$ cat src/design/nes_glue_config.svh
/*
 * NES glue configuration
 * bus widths, joypad geometry and the mapper numbers that carry external audio
 */
`ifndef NES_GLUE_CONFIG_SVH
`define NES_GLUE_CONFIG_SVH

// console memory address, 4M bytes
`define NES_MEM_ADDR_W 22

// soft-core byte address
`define RV_ADDR_W 23

// loader flag word, low byte is the mapper
`define MAPPER_FLAGS_W 64

// joypad geometry
`define PAD_BITS 8
`define PAD_PORTS 2

// mappers with an expansion audio chip
`define MAPPER_VRC6_A 24
`define MAPPER_VRC6_B 26
`define MAPPER_N163 19

`endif
$ cat src/design/nes_pad_pkg.sv
/*
 * NES joypad types
 * button word and per-port serial lines
 */
`include "nes_glue_config.svh"

package nes_pad_pkg;

    // bit 0 A, 1 B, 2 Select, 3 Start
    // bit 4 Up, 5 Down, 6 Left, 7 Right
    typedef logic [`PAD_BITS-1:0] pad_buttons_t;

    // one serial clock per port, driven by the console
    typedef logic [`PAD_PORTS-1:0] pad_clock_t;

    // serial data back to the console
    typedef logic [`PAD_PORTS-1:0] pad_data_t;

endpackage

$ cat src/design/nes_mem_pkg.sv
/*
 * NES memory types
 * console memory port, ROM loader and soft-core bus payloads
 */
`include "nes_glue_config.svh"

package nes_mem_pkg;

    ////////////////////////////////////////////////////////////////////////////
    // console side

    // byte address into SDRAM
    typedef logic [`NES_MEM_ADDR_W-1:0] mem_addr_t;

    typedef logic [7:0] mem_byte_t;

    // header flags from the loader
    // bits 7:0 hold the mapper number
    typedef logic [`MAPPER_FLAGS_W-1:0] mapper_flags_t;

    ////////////////////////////////////////////////////////////////////////////
    // soft-core side

    typedef logic [`RV_ADDR_W-1:0] rv_addr_t;

    // one core word
    typedef logic [31:0] rv_word_t;

    // one memory access
    typedef logic [15:0] rv_half_t;

    // write strobe per byte of the word
    typedef logic [3:0] rv_strb_t;

    // byte enables for one half-word access
    typedef logic [1:0] rv_ds_t;

endpackage

$ cat src/design/nes_glue_top.sv
/*
 * NES glue top level
 * ROM-load sequencer, soft-core word bridge and joypad serializer side by side
 */
`timescale 1ns/10ps

module nes_glue_top (
    input  logic                       clk,
    input  logic                       sys_resetn,
    // loader and console memory
    input  logic                       i_loading,
    input  logic                       i_loader_write,
    input  nes_mem_pkg::mem_addr_t     i_loader_addr,
    input  nes_mem_pkg::mem_byte_t     i_loader_data,
    input  logic                       i_loader_done,
    input  nes_mem_pkg::mapper_flags_t i_loader_flags,
    input  nes_mem_pkg::mem_addr_t     i_cpu_addr,
    input  logic                       i_cpu_read,
    input  logic                       i_cpu_write,
    input  nes_mem_pkg::mem_byte_t     i_cpu_dout,
    output nes_mem_pkg::mem_addr_t     o_mem_addr,
    output nes_mem_pkg::mem_byte_t     o_mem_din,
    output logic                       o_mem_we,
    output logic                       o_mem_oe,
    output logic                       o_loader_reset,
    output logic                       o_reset_nes,
    output logic                       o_clkref,
    output nes_mem_pkg::mapper_flags_t o_mapper_flags,
    output logic                       o_ext_audio,
    // soft-core bus
    input  logic                       i_rv_valid,
    input  nes_mem_pkg::rv_addr_t      i_rv_addr,
    input  nes_mem_pkg::rv_word_t      i_rv_wdata,
    input  nes_mem_pkg::rv_strb_t      i_rv_wstrb,
    output logic                       o_rv_ready,
    output nes_mem_pkg::rv_word_t      o_rv_rdata,
    // half-word toggle port
    input  logic                       i_rv_req_ack,
    input  nes_mem_pkg::rv_half_t      i_rv_dout,
    output logic                       o_rv_req,
    output logic                       o_rv_word,
    output nes_mem_pkg::rv_ds_t        o_rv_ds,
    output logic                       o_rv_we,
    output nes_mem_pkg::rv_half_t      o_rv_din,
    output nes_mem_pkg::rv_addr_t      o_rv_addr,
    // joypads
    input  logic                       i_pad_strobe,
    input  nes_pad_pkg::pad_clock_t    i_pad_clock,
    input  nes_pad_pkg::pad_buttons_t  i_btns1,
    input  nes_pad_pkg::pad_buttons_t  i_btns2,
    output nes_pad_pkg::pad_data_t     o_pad_data
);

    ////////////////////////////////////////////////////////////////////////////
    // memory path

    rom_load_sequencer u_load_seq (
        .clk            (clk),
        .sys_resetn     (sys_resetn),
        .i_loading      (i_loading),
        .i_loader_write (i_loader_write),
        .i_loader_addr  (i_loader_addr),
        .i_loader_data  (i_loader_data),
        .i_loader_done  (i_loader_done),
        .i_loader_flags (i_loader_flags),
        .i_cpu_addr     (i_cpu_addr),
        .i_cpu_read     (i_cpu_read),
        .i_cpu_write    (i_cpu_write),
        .i_cpu_dout     (i_cpu_dout),
        .o_mem_addr     (o_mem_addr),
        .o_mem_din      (o_mem_din),
        .o_mem_we       (o_mem_we),
        .o_mem_oe       (o_mem_oe),
        .o_loader_reset (o_loader_reset),
        .o_reset_nes    (o_reset_nes),
        .o_clkref       (o_clkref),
        .o_mapper_flags (o_mapper_flags),
        .o_ext_audio    (o_ext_audio)
    );

    // soft-core accesses
    rv_word_bridge u_rv_bridge (
        .clk          (clk),
        .sys_resetn   (sys_resetn),
        .i_rv_valid   (i_rv_valid),
        .i_rv_addr    (i_rv_addr),
        .i_rv_wdata   (i_rv_wdata),
        .i_rv_wstrb   (i_rv_wstrb),
        .i_rv_req_ack (i_rv_req_ack),
        .i_rv_dout    (i_rv_dout),
        .o_rv_ready   (o_rv_ready),
        .o_rv_rdata   (o_rv_rdata),
        .o_rv_req     (o_rv_req),
        .o_rv_word    (o_rv_word),
        .o_rv_ds      (o_rv_ds),
        .o_rv_we      (o_rv_we),
        .o_rv_din     (o_rv_din),
        .o_rv_addr    (o_rv_addr)
    );

    ////////////////////////////////////////////////////////////////////////////
    // controllers

    joypad_serializer u_joypad (
        .clk          (clk),
        .sys_resetn   (sys_resetn),
        .i_pad_strobe (i_pad_strobe),
        .i_pad_clock  (i_pad_clock),
        .i_btns1      (i_btns1),
        .i_btns2      (i_btns2),
        .o_pad_data   (o_pad_data)
    );

endmodule

$ cat src/design/joypad_serializer.sv
/*
 * Joypad serializer
 * parallel-load shift register per port, shifted on the falling serial clock
 */
`timescale 1ns/10ps
`include "nes_glue_config.svh"

module joypad_serializer (
    input  logic                      clk,
    input  logic                      sys_resetn,
    input  logic                      i_pad_strobe,
    input  nes_pad_pkg::pad_clock_t   i_pad_clock,
    input  nes_pad_pkg::pad_buttons_t i_btns1,
    input  nes_pad_pkg::pad_buttons_t i_btns2,
    output nes_pad_pkg::pad_data_t    o_pad_data
);
    import nes_pad_pkg::*;

    pad_buttons_t btns_in [`PAD_PORTS];
    pad_buttons_t shift_q [`PAD_PORTS];
    pad_clock_t   clk_prev;
    pad_clock_t   clk_fall;

    assign btns_in[0] = i_btns1;
    assign btns_in[1] = i_btns2;

    // high to low since the last sample
    assign clk_fall = clk_prev & ~i_pad_clock;

    // previous clock level for edge detect
    always_ff @(posedge clk) begin
        if (!sys_resetn) begin
            clk_prev <= '0;
        end else begin
            clk_prev <= i_pad_clock;
        end
    end

    ////////////////////////////////////////////////////////////////////////////
    // shift registers

    always_ff @(posedge clk) begin
        for (int p = 0; p < `PAD_PORTS; p++) begin
            if (i_pad_strobe) begin
                // strobe high keeps reloading the buttons
                shift_q[p] <= btns_in[p];
            end else if (clk_fall[p]) begin
                // empty register reads back all ones
                shift_q[p] <= {1'b1, shift_q[p][`PAD_BITS-1:1]};
            end
        end
    end

    // A first, then B, Select, Start and the pad
    always_comb begin
        for (int p = 0; p < `PAD_PORTS; p++) begin
            o_pad_data[p] = shift_q[p][0];
        end
    end

endmodule

$ cat src/design/rv_word_bridge.sv
/*
 * Soft-core word bridge
 * splits a 32-bit core access into one or two 16-bit accesses
 * on a toggle-handshake memory port
 */
`timescale 1ns/10ps

module rv_word_bridge (
    input  logic                  clk,
    input  logic                  sys_resetn,
    input  logic                  i_rv_valid,
    input  nes_mem_pkg::rv_addr_t i_rv_addr,
    input  nes_mem_pkg::rv_word_t i_rv_wdata,
    input  nes_mem_pkg::rv_strb_t i_rv_wstrb,
    input  logic                  i_rv_req_ack,
    input  nes_mem_pkg::rv_half_t i_rv_dout,
    output logic                  o_rv_ready,
    output nes_mem_pkg::rv_word_t o_rv_rdata,
    output logic                  o_rv_req,
    output logic                  o_rv_word,
    output nes_mem_pkg::rv_ds_t   o_rv_ds,
    output logic                  o_rv_we,
    output nes_mem_pkg::rv_half_t o_rv_din,
    output nes_mem_pkg::rv_addr_t o_rv_addr
);
    import nes_mem_pkg::*;

    typedef enum logic [2:0] {
        RV_IDLE_REQ0  = 3'd0,
        RV_WAIT0_REQ1 = 3'd1,
        RV_DATA0      = 3'd2,
        RV_WAIT1      = 3'd3,
        RV_DATA1      = 3'd4
    } rv_state_t;

    rv_state_t state;
    logic      valid_r;
    logic      req_pend;
    logic      req_now;
    logic      issue;
    logic      is_write;
    logic      acked;
    rv_half_t  rdata_lo;

    // new request on the rising edge of valid
    assign req_now  = i_rv_valid & ~valid_r;
    assign issue    = (state == RV_IDLE_REQ0) && (req_now || req_pend);
    assign is_write = |i_rv_wstrb;
    // toggle port done when ack catches up
    assign acked    = (o_rv_req == i_rv_req_ack);

    // core holds wdata, pick the half being accessed
    assign o_rv_din = o_rv_word ? i_rv_wdata[31:16] : i_rv_wdata[15:0];

    ////////////////////////////////////////////////////////////////////////////
    // access sequencing

    always_ff @(posedge clk) begin
        if (!sys_resetn) begin
            state      <= RV_IDLE_REQ0;
            valid_r    <= 1'b0;
            req_pend   <= 1'b0;
            o_rv_ready <= 1'b0;
            o_rv_req   <= 1'b0;
            o_rv_word  <= 1'b0;
            o_rv_ds    <= 2'b00;
            o_rv_we    <= 1'b0;
        end else begin
            valid_r    <= i_rv_valid;
            o_rv_ready <= 1'b0;
            // remember a request that lands while busy
            if (req_now) begin
                req_pend <= 1'b1;
            end
            case (state)
                RV_IDLE_REQ0: begin
                    if (issue) begin
                        req_pend <= 1'b0;
                        o_rv_req <= ~o_rv_req;
                        o_rv_we  <= is_write;
                        if (is_write && i_rv_wstrb[1:0] == 2'b00) begin
                            // upper half only, lower access skipped
                            o_rv_word <= 1'b1;
                            o_rv_ds   <= i_rv_wstrb[3:2];
                            state     <= RV_WAIT1;
                        end else begin
                            o_rv_word <= 1'b0;
                            o_rv_ds   <= is_write ? i_rv_wstrb[1:0] : 2'b11;
                            state     <= RV_WAIT0_REQ1;
                        end
                    end
                end
                RV_WAIT0_REQ1: begin
                    if (acked) begin
                        o_rv_word <= 1'b1;
                        if (is_write && i_rv_wstrb[3:2] == 2'b00) begin
                            // lower half only, done now
                            o_rv_ready <= 1'b1;
                            state      <= RV_IDLE_REQ0;
                        end else if (is_write) begin
                            o_rv_req <= ~o_rv_req;
                            o_rv_ds  <= i_rv_wstrb[3:2];
                            state    <= RV_WAIT1;
                        end else begin
                            // read, upper issued while lower is captured
                            o_rv_req <= ~o_rv_req;
                            o_rv_ds  <= 2'b11;
                            state    <= RV_DATA0;
                        end
                    end
                end
                RV_DATA0: begin
                    state <= RV_WAIT1;
                end
                RV_WAIT1: begin
                    if (acked) begin
                        if (o_rv_we) begin
                            o_rv_ready <= 1'b1;
                            state      <= RV_IDLE_REQ0;
                        end else begin
                            state <= RV_DATA1;
                        end
                    end
                end
                RV_DATA1: begin
                    o_rv_ready <= 1'b1;
                    state      <= RV_IDLE_REQ0;
                end
                default: begin
                    state <= RV_IDLE_REQ0;
                end
            endcase
        end
    end

    ////////////////////////////////////////////////////////////////////////////
    // address and read data

    always_ff @(posedge clk) begin
        if (issue) begin
            o_rv_addr <= i_rv_addr;
        end
        // lower half one cycle after its ack
        if (state == RV_DATA0) begin
            rdata_lo <= i_rv_dout;
        end
        // whole word changes only when a read finishes
        if (state == RV_DATA1) begin
            o_rv_rdata <= {i_rv_dout, rdata_lo};
        end
    end

    a_ready_single: assert property (
        @(posedge clk) disable iff (!sys_resetn)
        o_rv_ready |=> !o_rv_ready
    );

    // no second request before the memory has answered
    a_req_outstanding: assert property (
        @(posedge clk) disable iff (!sys_resetn)
        (o_rv_req != i_rv_req_ack) |=> $stable(o_rv_req)
    );

endmodule

$ cat src/design/rom_load_sequencer.sv
/*
 * ROM load sequencer
 * frames a ROM load, stretches loader writes onto the console memory port,
 * latches the mapper flags and drives console reset and the memory phase
 */
`timescale 1ns/10ps
`include "nes_glue_config.svh"

module rom_load_sequencer (
    input  logic                       clk,
    input  logic                       sys_resetn,
    input  logic                       i_loading,
    input  logic                       i_loader_write,
    input  nes_mem_pkg::mem_addr_t     i_loader_addr,
    input  nes_mem_pkg::mem_byte_t     i_loader_data,
    input  logic                       i_loader_done,
    input  nes_mem_pkg::mapper_flags_t i_loader_flags,
    input  nes_mem_pkg::mem_addr_t     i_cpu_addr,
    input  logic                       i_cpu_read,
    input  logic                       i_cpu_write,
    input  nes_mem_pkg::mem_byte_t     i_cpu_dout,
    output nes_mem_pkg::mem_addr_t     o_mem_addr,
    output nes_mem_pkg::mem_byte_t     o_mem_din,
    output logic                       o_mem_we,
    output logic                       o_mem_oe,
    output logic                       o_loader_reset,
    output logic                       o_reset_nes,
    output logic                       o_clkref,
    output nes_mem_pkg::mapper_flags_t o_mapper_flags,
    output logic                       o_ext_audio
);
    import nes_mem_pkg::*;

    logic      loading_r;
    logic      load_start;
    logic      load_end;
    logic      write_r;
    logic      write_mem;
    mem_addr_t loader_addr_mem;
    mem_byte_t loader_data_mem;
    mem_byte_t mapper_num;

    assign load_start = i_loading & ~loading_r;
    assign load_end   = ~i_loading & loading_r;

    // mapper number straight from the incoming flags
    assign mapper_num = i_loader_flags[7:0];

    ////////////////////////////////////////////////////////////////////////////
    // load framing

    always_ff @(posedge clk) begin
        if (!sys_resetn) begin
            loading_r      <= 1'b0;
            o_loader_reset <= 1'b0;
            o_reset_nes    <= 1'b1;
            o_clkref       <= 1'b0;
        end else begin
            loading_r      <= i_loading;
            // loader restarts with every new image
            o_loader_reset <= load_start;
            // free running phase reference
            o_clkref       <= ~o_clkref;
            if (load_end) begin
                // console leaves reset, phase realigned
                o_reset_nes <= 1'b0;
                o_clkref    <= 1'b1;
            end else if (load_start) begin
                o_reset_nes <= 1'b1;
            end
        end
    end

    ////////////////////////////////////////////////////////////////////////////
    // loader write stretch

    // one-cycle strobe becomes two cycles of we
    always_ff @(posedge clk) begin
        if (!sys_resetn) begin
            write_r   <= 1'b0;
            write_mem <= 1'b0;
        end else begin
            write_r   <= i_loader_write;
            write_mem <= i_loader_write | write_r;
        end
    end

    // address and byte held for both cycles
    always_ff @(posedge clk) begin
        if (i_loader_write) begin
            loader_addr_mem <= i_loader_addr;
            loader_data_mem <= i_loader_data;
        end
    end

    // loader owns the port for the whole load
    assign o_mem_addr = i_loading ? loader_addr_mem : i_cpu_addr;
    assign o_mem_din  = i_loading ? loader_data_mem : i_cpu_dout;
    assign o_mem_oe   = ~i_loading & i_cpu_read;
    assign o_mem_we   = write_mem | i_cpu_write;

    ////////////////////////////////////////////////////////////////////////////
    // mapper flags

    always_ff @(posedge clk) begin
        if (!sys_resetn) begin
            o_mapper_flags <= '0;
            o_ext_audio    <= 1'b0;
        end else if (i_loader_done) begin
            o_mapper_flags <= i_loader_flags;
            // VRC6 and N163 boards mix their own channels
            o_ext_audio    <= (mapper_num == mem_byte_t'(`MAPPER_VRC6_A)) ||
                              (mapper_num == mem_byte_t'(`MAPPER_VRC6_B)) ||
                              (mapper_num == mem_byte_t'(`MAPPER_N163));
        end
    end

    // loader reset is a single pulse per load
    a_loader_reset_pulse: assert property (
        @(posedge clk) disable iff (!sys_resetn)
        o_loader_reset |=> !o_loader_reset
    );

endmodule

$ cat config.mk
export PLATFORM = sky130hd
export DESIGN_NAME = nes_glue_top
export DESIGN_NICKNAME = d
export VERILOG_FILES = /design/src/design/nes_pad_pkg.sv /design/src/design/nes_mem_pkg.sv /design/src/design/nes_glue_top.sv /design/src/design/joypad_serializer.sv /design/src/design/rv_word_bridge.sv /design/src/design/rom_load_sequencer.sv
export VERILOG_INCLUDE_DIRS = /design/src /design/src/design
export SDC_FILE = /design/constraint.sdc
export NUM_CORES = 1
export LEC_CHECK = 0
export BUFFER_PORTS_ARGS = -buffer_cell sky130_fd_sc_hd__buf_2
export CORE_AREA = 5 5 156 158
export CTS_BUF_LIST = sky130_fd_sc_hd__clkbuf_4
export CTS_CLUSTER_SIZE = 12
export DETAILED_ROUTE_END_ITERATION = 7
export DIE_AREA = 0 0 161 163
export REMOVE_ABC_BUFFERS = 1
export SLEW_MARGIN = 10
export SYNTH_ARGS = -nofsm -noshare
export SYNTH_HDL_FRONTEND = slang
export SYNTH_SLANG_ARGS = --single-unit
$ cat constraint.sdc
create_clock -name clk -period 3.9 [get_ports clk]
set_clock_uncertainty 0.15 [all_clocks]
set_input_delay 0.195 -clock clk [delete_from_list [all_inputs] [get_ports clk]]
set_output_delay 0.195 -clock clk [all_outputs]
set_load 0.03 [all_outputs]
==> flow_summary.json, run 1 <==
{
  "outcome": "completed",
  "synth_compound_area_share_pct": 2.880,
  "synthSimpleGateAreaFrac_pct": 7.991,
  "whs_ps": 60.43,
  "port-buffer-count": 405,
  "via_count": 6535,
  "syn_to_final_growth_pct": 63.91,
  "crit_end": "u_rv_bridge.o_rv_ready",
  "synthArstFlopShare_pct": 0,
  "leakage_nw": 5.636,
  "grt_pass1_vias": 7075,
  "timing.rr.start": "u_rv_bridge.state[1]",
  "post-route-period-util_pct": 74.13,
  "cp-start-kind": "input port",
  "yosysTopAreaCellShare_pct": 46.35,
  "ys_types": 47,
  "synth_adder_area_share_pct": 0.3329,
  "startpoint": "i_rv_wstrb[3]",
  "yosysSeqAreaShare_pct": 68.99,
  "r2r_end": "u_rv_bridge.o_rv_ready",
  "total_power_mw": 5.432,
  "drc": 0,
  "crit_path_end_kind": "flop",
  "rsz0062_at_grt": "no",
  "synthFlopType": "edfxtp_1",
  "start_util_pct": 32.70,
  "root_buffer": "clkbuf_4",
  "cp_max_fo": 5,
  "post-synth-top-count-cell": "edfxtp_1",
  "utilization_pct": 53.60,
  "firstDrtPassIters": 5,
  "fill_cells": 1942,
  "synth_area_per_cell_sq_um": 14.40,
  "yosys_warnings": 0,
  "die_w_microns": 161,
  "slew-limit-headroom_pct": 23.27,
  "grt_max_degree": 59,
  "grt_usage_pct": 18.70,
  "synth_top_family_by_area": "multiplexers",
  "grt.overflow.total": 0,
  "wl_met2_mm": 13.14,
  "clkTransAtPathRegs_ps": 70,
  "ctsHoldBuffers": 186,
  "synthTopCellsByArea": "edfxtp_1, dfxtp_1, mux2i_1",
  "numCtsBuffers": 53,
  "die_area_sq_um": 26240,
  "synthXorXnorAreaFrac_pct": 0.1165,
  "cap_violations": 0,
  "hold_viol_final": 0,
  "cts.sinks": 201,
  "timing.fmax_mhz": 345.9,
  "core_area_sq_um": 22980,
  "worstHoldStart": "i_loader_done",
  "crit_type": "input port to flop",
  "grt_pass1_wl_mm": 38.50,
  "yosysTopAreaCell": "edfxtp_1",
  "final_nets": 1370,
  "vias_per_cell": 4.428,
  "required_ps": 4360,
  "ys_ff_latch": 201,
  "setup_violations": 0,
  "multi_input_area_sq_um": 2153,
  "peakVddDrop_v": 0.0002092,
  "insertion_delay_ps": 660,
  "cts_resized": 0,
  "place_congestion": 0.7945,
  "drt_wl_total_mm": 25.55,
  "num_rows": 56,
  "ctsLongestPathBuffers": 3,
  "io_pins": 406,
  "synth_edf_count": 116,
  "die_h_microns": 163,
  "dp_hpwl_mm": 17.91,
  "cts_tree": "yes",
  "met3_length_mm": 2.875,
  "r2r.worst_path.cells": 6,
  "antenna_left": 0,
  "wl_met1_mm": 8.720,
  "syn-instance-count": 522,
  "cts_max_level": 2,
  "regToRegSetupSlack_ps": 1460,
  "fin_area_sq_um": 12320,
  "drive_above_1_share_pct": 43.61,
  "synth_commonest_cells": "edfxtp_1, dfxtp_1, nor2_1",
  "cts_setup_buffers": 0,
  "register_area_sq_um": 5185,
  "placed_cell_area_sq_um": 9772,
  "hold_class": "input port to flop",
  "yosys-mux-area-fraction_pct": 17.26,
  "finalSetupTns_ps": 0,
  "post-route-min-period_ps": 2891,
  "p_per_area_nw_per_um2": 440.9,
  "syn_area_sq_um": 7516,
  "topRoutingLayerUsed": "met5",
  "max_slew.worst_pin.slew_ps": 1146,
  "crit_arrival_ps": 3350,
  "drt_iter0_drc": 274,
  "slew_violations": 0,
  "wire_per_inst_microns": 17.31,
  "antenna_found_initial": 14
}
-- cells in the final DEF (no fill, tap or decap), drive strengths merged, types with 2 or more instances in the layout --
| master | instances |
|---|---|
| buf | 408 |
| nor2 | 77 |
| nand2b | 5 |
| dfxtp | 85 |
| inv | 6 |
| o22ai | 2 |
| mux2 | 53 |
| o21a | 2 |
| nor4b | 2 |
| nand2 | 20 |
| a21oi | 5 |
| nor3b | 3 |
| nor2b | 3 |
| and2 | 6 |
| or2 | 5 |
| mux2i | 70 |
| o21ai | 9 |
| clkinv | 14 |
| nand4b | 2 |
| diode | 5 |
| o21bai | 3 |
| edfxtp | 116 |
| nor3 | 2 |
| nand3 | 2 |
| a21o | 3 |
| clkbuf | 79 |
| dlygate4sd3 | 186 |
| ha | 2 |
-- critical path: stages --
cell           delay [ps]
dlygate4sd3_1         550
buf_2                 150
or2_1                 240
dlygate4sd3_1         550
o31ai_1               250
dlygate4sd3_1         590
nand3b_1               80
a21oi_1               180
dlygate4sd3_1         560
-- final cells by class --
type / count / area share (%)
diodes: 5 / 0.1016
clock buffers: 79 / 4.814
clock inverters: 16 / 0.6500
inverters: 5 / 0.1523
multi-input cells: 286 / 17.48
flip-flops and latches: 201 / 42.09
well taps: 290 / 2.945
repair buffers: 594 / 31.77
-- worst min-delay path by stage --
stage	end	slack, ps	cells past startpoint
6_report	u_load_seq.o_mapper_flags[59]	60	3
5_1_grt	u_load_seq.o_mapper_flags[61]	20	3
4_1_cts	u_load_seq.o_mapper_flags[40]	1	3
3_5_place_dp	u_load_seq.loader_data_mem[5]	220	1
3_3_place_gp	u_load_seq.loader_addr_mem[4]	220	1
2_1_floorplan	u_load_seq.o_reset_nes	130	1
-- report_power, final --
group          internal (mW)  switching [mW]
registers               2.43          0.0926
logic                  0.466           0.640
clock network          0.934           0.867
-- metal layers --
metal  track usage [%]  vias up
met2             34.48      329
met5                 0        -
met1             18.36     2981
met4             6.553       18
met3             8.859       72
li1                  -     3135
-- flip-flops by register name, summed over array words and instances (netlist names), 3 cells and up --
signal,count
u_joypad.shift_q,16
u_rv_bridge.rdata_lo,16
u_load_seq.loader_data_mem,8
u_load_seq.o_mapper_flags,64
u_load_seq.loader_addr_mem,22
u_rv_bridge.o_rv_addr,23
u_rv_bridge.o_rv_rdata,32
u_rv_bridge.state,3
-- through the flow --
step / setup WS (ps) / std cells
5_1_grt: 997.4 / 1475
3_5_place_dp: 1684 / 1190
6_report: 1009 / 1476
4_1_cts: 1199 / 1471
2_1_floorplan: 1501 / 492
3_3_place_gp: 1767 / 1190
-- cell families (layout without fill, tap and decap cells) --
family                     Yosys count  count (layout)
DFF                                201             201
and+or+nand+nor                    129             129
muxes                              123             123
buffers and inverters               35             694
AOI/OAI and AO/OA                   31              31
adders and majority gates            2               2
xor gates and xnor gates             1               1
other                                0               5
No activity file was read; power rests on OpenSTA's default activity.
==> inputs of run 2 (changes only) <==
- clock period: 3.9 -> 3 ns (I/O delays scaled with it)
==> run 2 against run 1 <==
Sequential power rose by 30%. Clock power rose by 34%. Clock-buffer cell count rose by 5. Cell count rose by 2.0%. Global-route usage rose by 0.98 points. First-iteration DRC count fell by 11%.
==> flow_summary.json, run 2 (synthesis results as in run 1) <==
{
  "crit_type": "flop to output pin",
  "crit_arrival_ps": 2160,
  "final_nets": 1400,
  "die_w_microns": 161,
  "cp_cell_sequence": "mux2_2 > buf_2",
  "place_congestion": 0.8091,
  "p_int_mw": 5.085,
  "core_area_sq_um": 22980,
  "total_power_mw": 7.180,
  "whs_ps": 73.18,
  "hold_class": "input port to flop",
  "io_pins": 406,
  "post-route-min-period_ps": 2458,
  "insertion_delay_ps": 650,
  "cts.sinks": 201,
  "rsz0062_at_grt": "no",
  "firstDrtPassIters": 4,
  "slowest_delay_ps": 900,
  "cts_max_level": 2,
  "slew_violations": 0,
  "cts_setup_buffers": 0,
  "slew-limit-headroom_pct": 40.72,
  "num_rows": 56,
  "die_h_microns": 163,
  "path_buf_inv": 1,
  "sequentialPowerShare_pct": 45.7,
  "setup_violations": 0,
  "multi_input_area_sq_um": 2153,
  "register_area_sq_um": 5185,
  "crit_slowest_cell": "dfxtp_1",
  "outcome": "completed",
  "cp-start-kind": "flop",
  "antenna_found_initial": 14,
  "cap_violations": 0,
  "drt_wl_total_mm": 26.86,
  "grt_usage_pct": 19.68,
  "cp_max_fo": 18,
  "wire_per_inst_microns": 17.83,
  "crit_path_end_kind": "output pin",
  "largest_reg_flops": 64,
  "vias_per_cell": 4.443,
  "timing.fmax_mhz": 406.8,
  "start_util_pct": 32.70,
  "regMostFlops": "u_load_seq.o_mapper_flags",
  "dp_hpwl_mm": 18.30,
  "grt_pass1_vias": 7250,
  "p_clk_share_pct": 33.5,
  "reg_top3": "u_load_seq.o_mapper_flags: 64 flops, u_rv_bridge.o_rv_rdata: 32 flops, u_rv_bridge.o_rv_addr: 23 flops",
  "grt.overflow.total": 0,
  "layout_common_cells": "buf_2, dlygate4sd3_1, edfxtp_1, dfxtp_1, clkbuf_4",
  "clkTransAtPathRegs_ps": 70,
  "port-buffer-count": 405,
  "ctsLongestPathBuffers": 3,
  "leakage_nw": 5.757,
  "swShare_pct": 29.18,
  "finalSetupTns_ps": 0,
  "root_buffer": "clkbuf_4",
  "via_count": 6691,
  "p_comb_share_pct": 20.8,
  "grt_max_degree": 54,
  "post-route-period-util_pct": 81.94,
  "drc": 0,
  "cts_resized": 0,
  "cts_tree": "yes",
  "numCtsBuffers": 55,
  "layout_commonest_cell": "buf_2",
  "drive_above_1_share_pct": 42.82,
  "syn_to_final_growth_pct": 68.02,
  "die_area_sq_um": 26240,
  "peakVddDrop_v": 0.0002839,
  "p_per_area_nw_per_um2": 568.6,
  "cp_top_family": "flip-flops",
  "hold_viol_final": 0,
  "utilization_pct": 54.95,
  "drt_iter0_drc": 244,
  "p_switching_mw": 2.095,
  "grt_pass1_wl_mm": 40.12,
  "ctsHoldBuffers": 211,
  "fill_cells": 1934,
  "max_slew.worst_pin.slew_ps": 887.9,
  "antenna_left": 0,
  "required_ps": 2700
}
[run 2: power groups by stage]
stage | sequential [mW] | clock, mW | combinational [mW]
floorplan | 3.56 | 0 | 0.508
global placement | 3.33 | 0 | 1.23
CTS | 3.28 | 2.51 | 1.49
global route | 3.31 | 2.67 | 1.58
detailed placement | 3.34 | 0 | 1.25
finish | 3.28 | 2.41 | 1.49
[run 2: layout make-up]
cell class,instances,share of cell area [%]
antenna,4,0.07926
clock buffer,84,4.994
clock inverter,14,0.5449
inverter,5,0.1486
multi-input combinational,286,17.05
sequential,201,41.06
tap,290,2.873
timing repair buffer,622,33.25
[run 2: path summary, 6_finish.rpt]
| kind | from | cells past startpoint | end | slack [ps] |
|---|---|---|---|---|
| setup reg to reg | u_rv_bridge.state[1] | 6 | u_rv_bridge.o_rv_ready | 620 |
| hold / removal | i_rv_addr[11] | 2 | u_rv_bridge.o_rv_addr[11] | 70 |
| setup / recovery | u_rv_bridge.o_rv_word | 2 | o_rv_din[2] | 540 |
| hold reg to reg | u_rv_bridge.rdata_lo[9] | 0 | u_rv_bridge.o_rv_rdata[9] | 260 |
[run 2: per-stage QoR]
stage / area [sq um] / setup slack (ps) / cells
2_1_floorplan: 7352 / 600.5 / 492
3_3_place_gp: 9807 / 1238 / 1193
3_5_place_dp: 9807 / 1186 / 1193
4_1_cts: 12620 / 418.4 / 1502
5_1_grt: 12620 / 376.4 / 1504
6_report: 12630 / 541.8 / 1506
[run 2: worst register-to-register path: stages (launching register included)]
cell	delay, ps
dfxtp_1	620
nand3_1	130
o31ai_1	100
nand3b_1	100
dlygate4sd3_1	560
a21oi_1	130
dlygate4sd3_1	540
[run 2: metal layers]
layer / routed length (microns) / global-route usage [%] / vias up / share of wire [%]
met5: 131 / 0 / - / 0.49
met4: 743 / 7.251 / 22 / 2.8
met3: 2861 / 9.238 / 67 / 11
met2: 13560 / 35.71 / 336 / 50
met1: 9558 / 19.71 / 3063 / 36
li1: - / - / 3203 / -
==> inputs of run 3 (changes only) <==
- clock period: 3 -> 2.01 ns (I/O delays scaled with it)
==> run 3 against run 2 <==
The flow now stops in clock tree synthesis. Synthesized cell count is the same. Area after synthesis is the same.
==> flow_summary.json, run 3 <==
{
  "tool.error": "[ERROR RSZ-0060] Max buffer count reached.",
  "ys_types": 47,
  "port-buffer-count": 405,
  "synthArstFlopShare_pct": 0,
  "yosysTopAreaCell": "edfxtp_1",
  "synth_edf_count": 116,
  "numCtsBuffers": 52,
  "synth_area_per_cell_sq_um": 14.40,
  "cts_max_level": 2,
  "syn_area_sq_um": 7516,
  "outcome": "stopped before the end",
  "yosysTopAreaCellShare_pct": 46.35,
  "post-synth-top-count-cell": "edfxtp_1",
  "die_w_microns": 161,
  "ctsLongestPathBuffers": 3,
  "cts_setup_buffers": 1,
  "ys_ff_latch": 201,
  "synthFlopType": "edfxtp_1",
  "root_buffer": "clkbuf_4",
  "yosysSeqAreaShare_pct": 68.99,
  "dp_hpwl_mm": 17.68,
  "pre_cts_ws_ps": 455.5,
  "syn-instance-count": 522,
  "cts_resized": 58,
  "ctsHoldBuffers": 261,
  "start_util_pct": 32.70,
  "num_rows": 56,
  "cts.sinks": 201,
  "stop_stage": "clock tree synthesis",
  "io_pins": 406,
  "yosys_warnings": 0,
  "synth_commonest_cells": "edfxtp_1, dfxtp_1, nor2_1",
  "place_congestion": 0.7851,
  "die_h_microns": 163,
  "synthTopCellsByArea": "edfxtp_1, dfxtp_1, mux2i_1"
}
[run 3: logic make-up after synthesis]
| family | count (synthesis) | synth area share [%] |
|---|---|---|
| buf+inv | 35 | 2.430 |
| mux | 123 | 17.26 |
| xor+xnor | 1 | 0.1166 |
| fa+ha+maj | 2 | 0.3329 |
| simple gates | 129 | 7.991 |
| flops | 201 | 68.99 |
| compound gates | 31 | 2.880 |
[run 3: metrics by stage]
stage / hold WS [ps] / area (sq um) / std cells / utilization (%)
floorplan: 39.37 / 7352 / 492 / -
global placement: 127.6 / 9925 / 1202 / 43.18
detailed placement: 128.6 / 9925 / 1202 / 43.18
==> inputs of run 4 (changes only) <==
- CORE_AREA: 5 5 156 158 -> not set
- CORE_MARGIN: not set -> 5
- CORE_UTILIZATION: not set -> 25
- CTS_BUF_LIST: sky130_fd_sc_hd__clkbuf_4 -> not set
- CTS_CLUSTER_SIZE: 12 -> not set
- DIE_AREA: 0 0 161 163 -> not set
- PLACE_DENSITY_LB_ADDON: not set -> 0.15
- clock period: 2.01 -> 2.6 ns (I/O delays scaled with it)
==> run 4 against run 3 <==
The flow now finishes without violations.
==> flow_summary.json, run 4 (synthesis results as in run 1) <==
{
  "outcome": "completed",
  "cap_violations": 0,
  "dp_hpwl_mm": 17.11,
  "ctsLongestPathBuffers": 3,
  "grt.overflow.total": 0,
  "num_rows": 63,
  "worstHoldStart": "i_rv_wstrb[2]",
  "layout_common_cells": "buf_2, dlygate4sd3_1, edfxtp_1, dfxtp_1, nor2_1",
  "slew_violations": 0,
  "clkTransAtPathRegs_ps": 60,
  "drive_above_1_share_pct": 42.04,
  "firstDrtPassIters": 4,
  "antenna_found_initial": 2,
  "place_congestion": 0.8102,
  "cts_max_level": 1,
  "post-route-min-period_ps": 2228,
  "reg_top3": "u_load_seq.o_mapper_flags: 64 flops, u_rv_bridge.o_rv_rdata: 32 flops, u_rv_bridge.o_rv_addr: 23 flops",
  "largest_reg_flops": 64,
  "drc": 0,
  "final_nets": 1341,
  "die_area_sq_um": 33630,
  "crit_arrival_ps": 1950,
  "wire_per_inst_microns": 15.63,
  "setup_violations": 0,
  "peakVddDrop_v": 0.0004252,
  "numCtsBuffers": 24,
  "max_slew.worst_pin.slew_ps": 784.3,
  "fill_cells": 2850,
  "startpoint": "u_rv_bridge.o_rv_word",
  "antenna_left": 0,
  "required_ps": 2320,
  "port-buffer-count": 405,
  "die_w_microns": 183.4,
  "slew-limit-headroom_pct": 47.65,
  "cp-start-kind": "flop",
  "hold_viol_final": 0,
  "timing.fmax_mhz": 448.8,
  "finalSetupTns_ps": 0,
  "grt_pass1_wl_mm": 36.47,
  "start_util_pct": 25.36,
  "grt_max_degree": 38,
  "die_h_microns": 183.4,
  "cts.sinks": 201,
  "timing.rr.start": "u_rv_bridge.state[0]",
  "crit_path_end_kind": "output pin",
  "rsz0062_at_grt": "no",
  "root_buffer": "clkbuf_16",
  "hold_class": "input port to flop",
  "drt_iter0_drc": 205,
  "p_per_area_nw_per_um2": 699.2,
  "drt_wl_total_mm": 23.77,
  "placed_cell_area_sq_um": 9972,
  "whs_ps": 39.67,
  "via_count": 6201,
  "regMostFlops": "u_load_seq.o_mapper_flags",
  "cts_tree": "yes",
  "cp_max_fo": 18,
  "utilization_pct": 42.58,
  "post-route-period-util_pct": 85.70,
  "io_pins": 406,
  "layout_commonest_cell": "buf_2",
  "total_power_mw": 8.825,
  "fin_area_sq_um": 12620,
  "grt_usage_pct": 13.37,
  "syn_to_final_growth_pct": 67.92,
  "insertion_delay_ps": 510,
  "grt_pass1_vias": 6640,
  "core_area_sq_um": 29640,
  "crit_type": "flop to output pin",
  "leakage_nw": 5.667,
  "vias_per_cell": 4.077,
  "cts_setup_buffers": 0
}
run 4: routing by layer:
layer / up-vias / wire length [microns] / share of wire (%) / GRT usage, %
li1: 3047 / - / - / -
met1: 2825 / 10020 / 42 / 17.29
met2: 281 / 10720 / 45 / 21.43
met3: 46 / 2492 / 10 / 4.601
met4: 2 / 516 / 2.2 / 3.635
met5: - / 13 / 0.055 / 0
run 4: area by class of cell:
cell class              count  area (sq um)  area share [%]
flip-flops and latches    201          5185           41.08
repair buffers            594          3939           31.21
multi-input cells         286          2153           17.06
clock buffers              35         777.0           6.156
well taps                 390         488.0           3.866
clock inverters             9         57.56          0.4560
inverters                   5         18.77          0.1487
diodes                      1         2.502         0.01983
run 4: final timing paths:
| kind | end | slack [ps] | depth (start not counted) |
|---|---|---|---|
| hold / removal | u_rv_bridge.o_rv_ready | 40 | 5 |
| setup reg to reg | u_rv_bridge.o_rv_ds[0] | 510 | 5 |
| hold reg to reg | u_rv_bridge.o_rv_rdata[2] | 270 | 0 |
| setup / recovery | o_rv_din[7] | 370 | 2 |
run 4: critical path, cell delays in order (launching register included):
cell and delay [ps]:
dfxtp_1 830, mux2_2 430, buf_2 180
run 4: timing repair:
| item | in CTS | in global routing |
|---|---|---|
| resized for setup | 0 | 0 |
| hold endpoints to repair | 181 | 0 |
| endpoints found under the setup margin | 0 | 0 |
| hold buffers | 181 | 0 |
run 4: stage by stage:
stage / setup slack [ps] / instances
after global routing: 264.8 / 1521
after floorplan: 200.5 / 492
after global placement: 910.3 / 1295
final: 371.7 / 1521
after CTS: 340.5 / 1520
after detailed placement: 894.0 / 1295
run 4: where the power goes:
part | internal, mW | switching, mW
registers | 3.65 | 0.133
logic | 0.703 | 0.957
clock network | 2.08 | 1.30
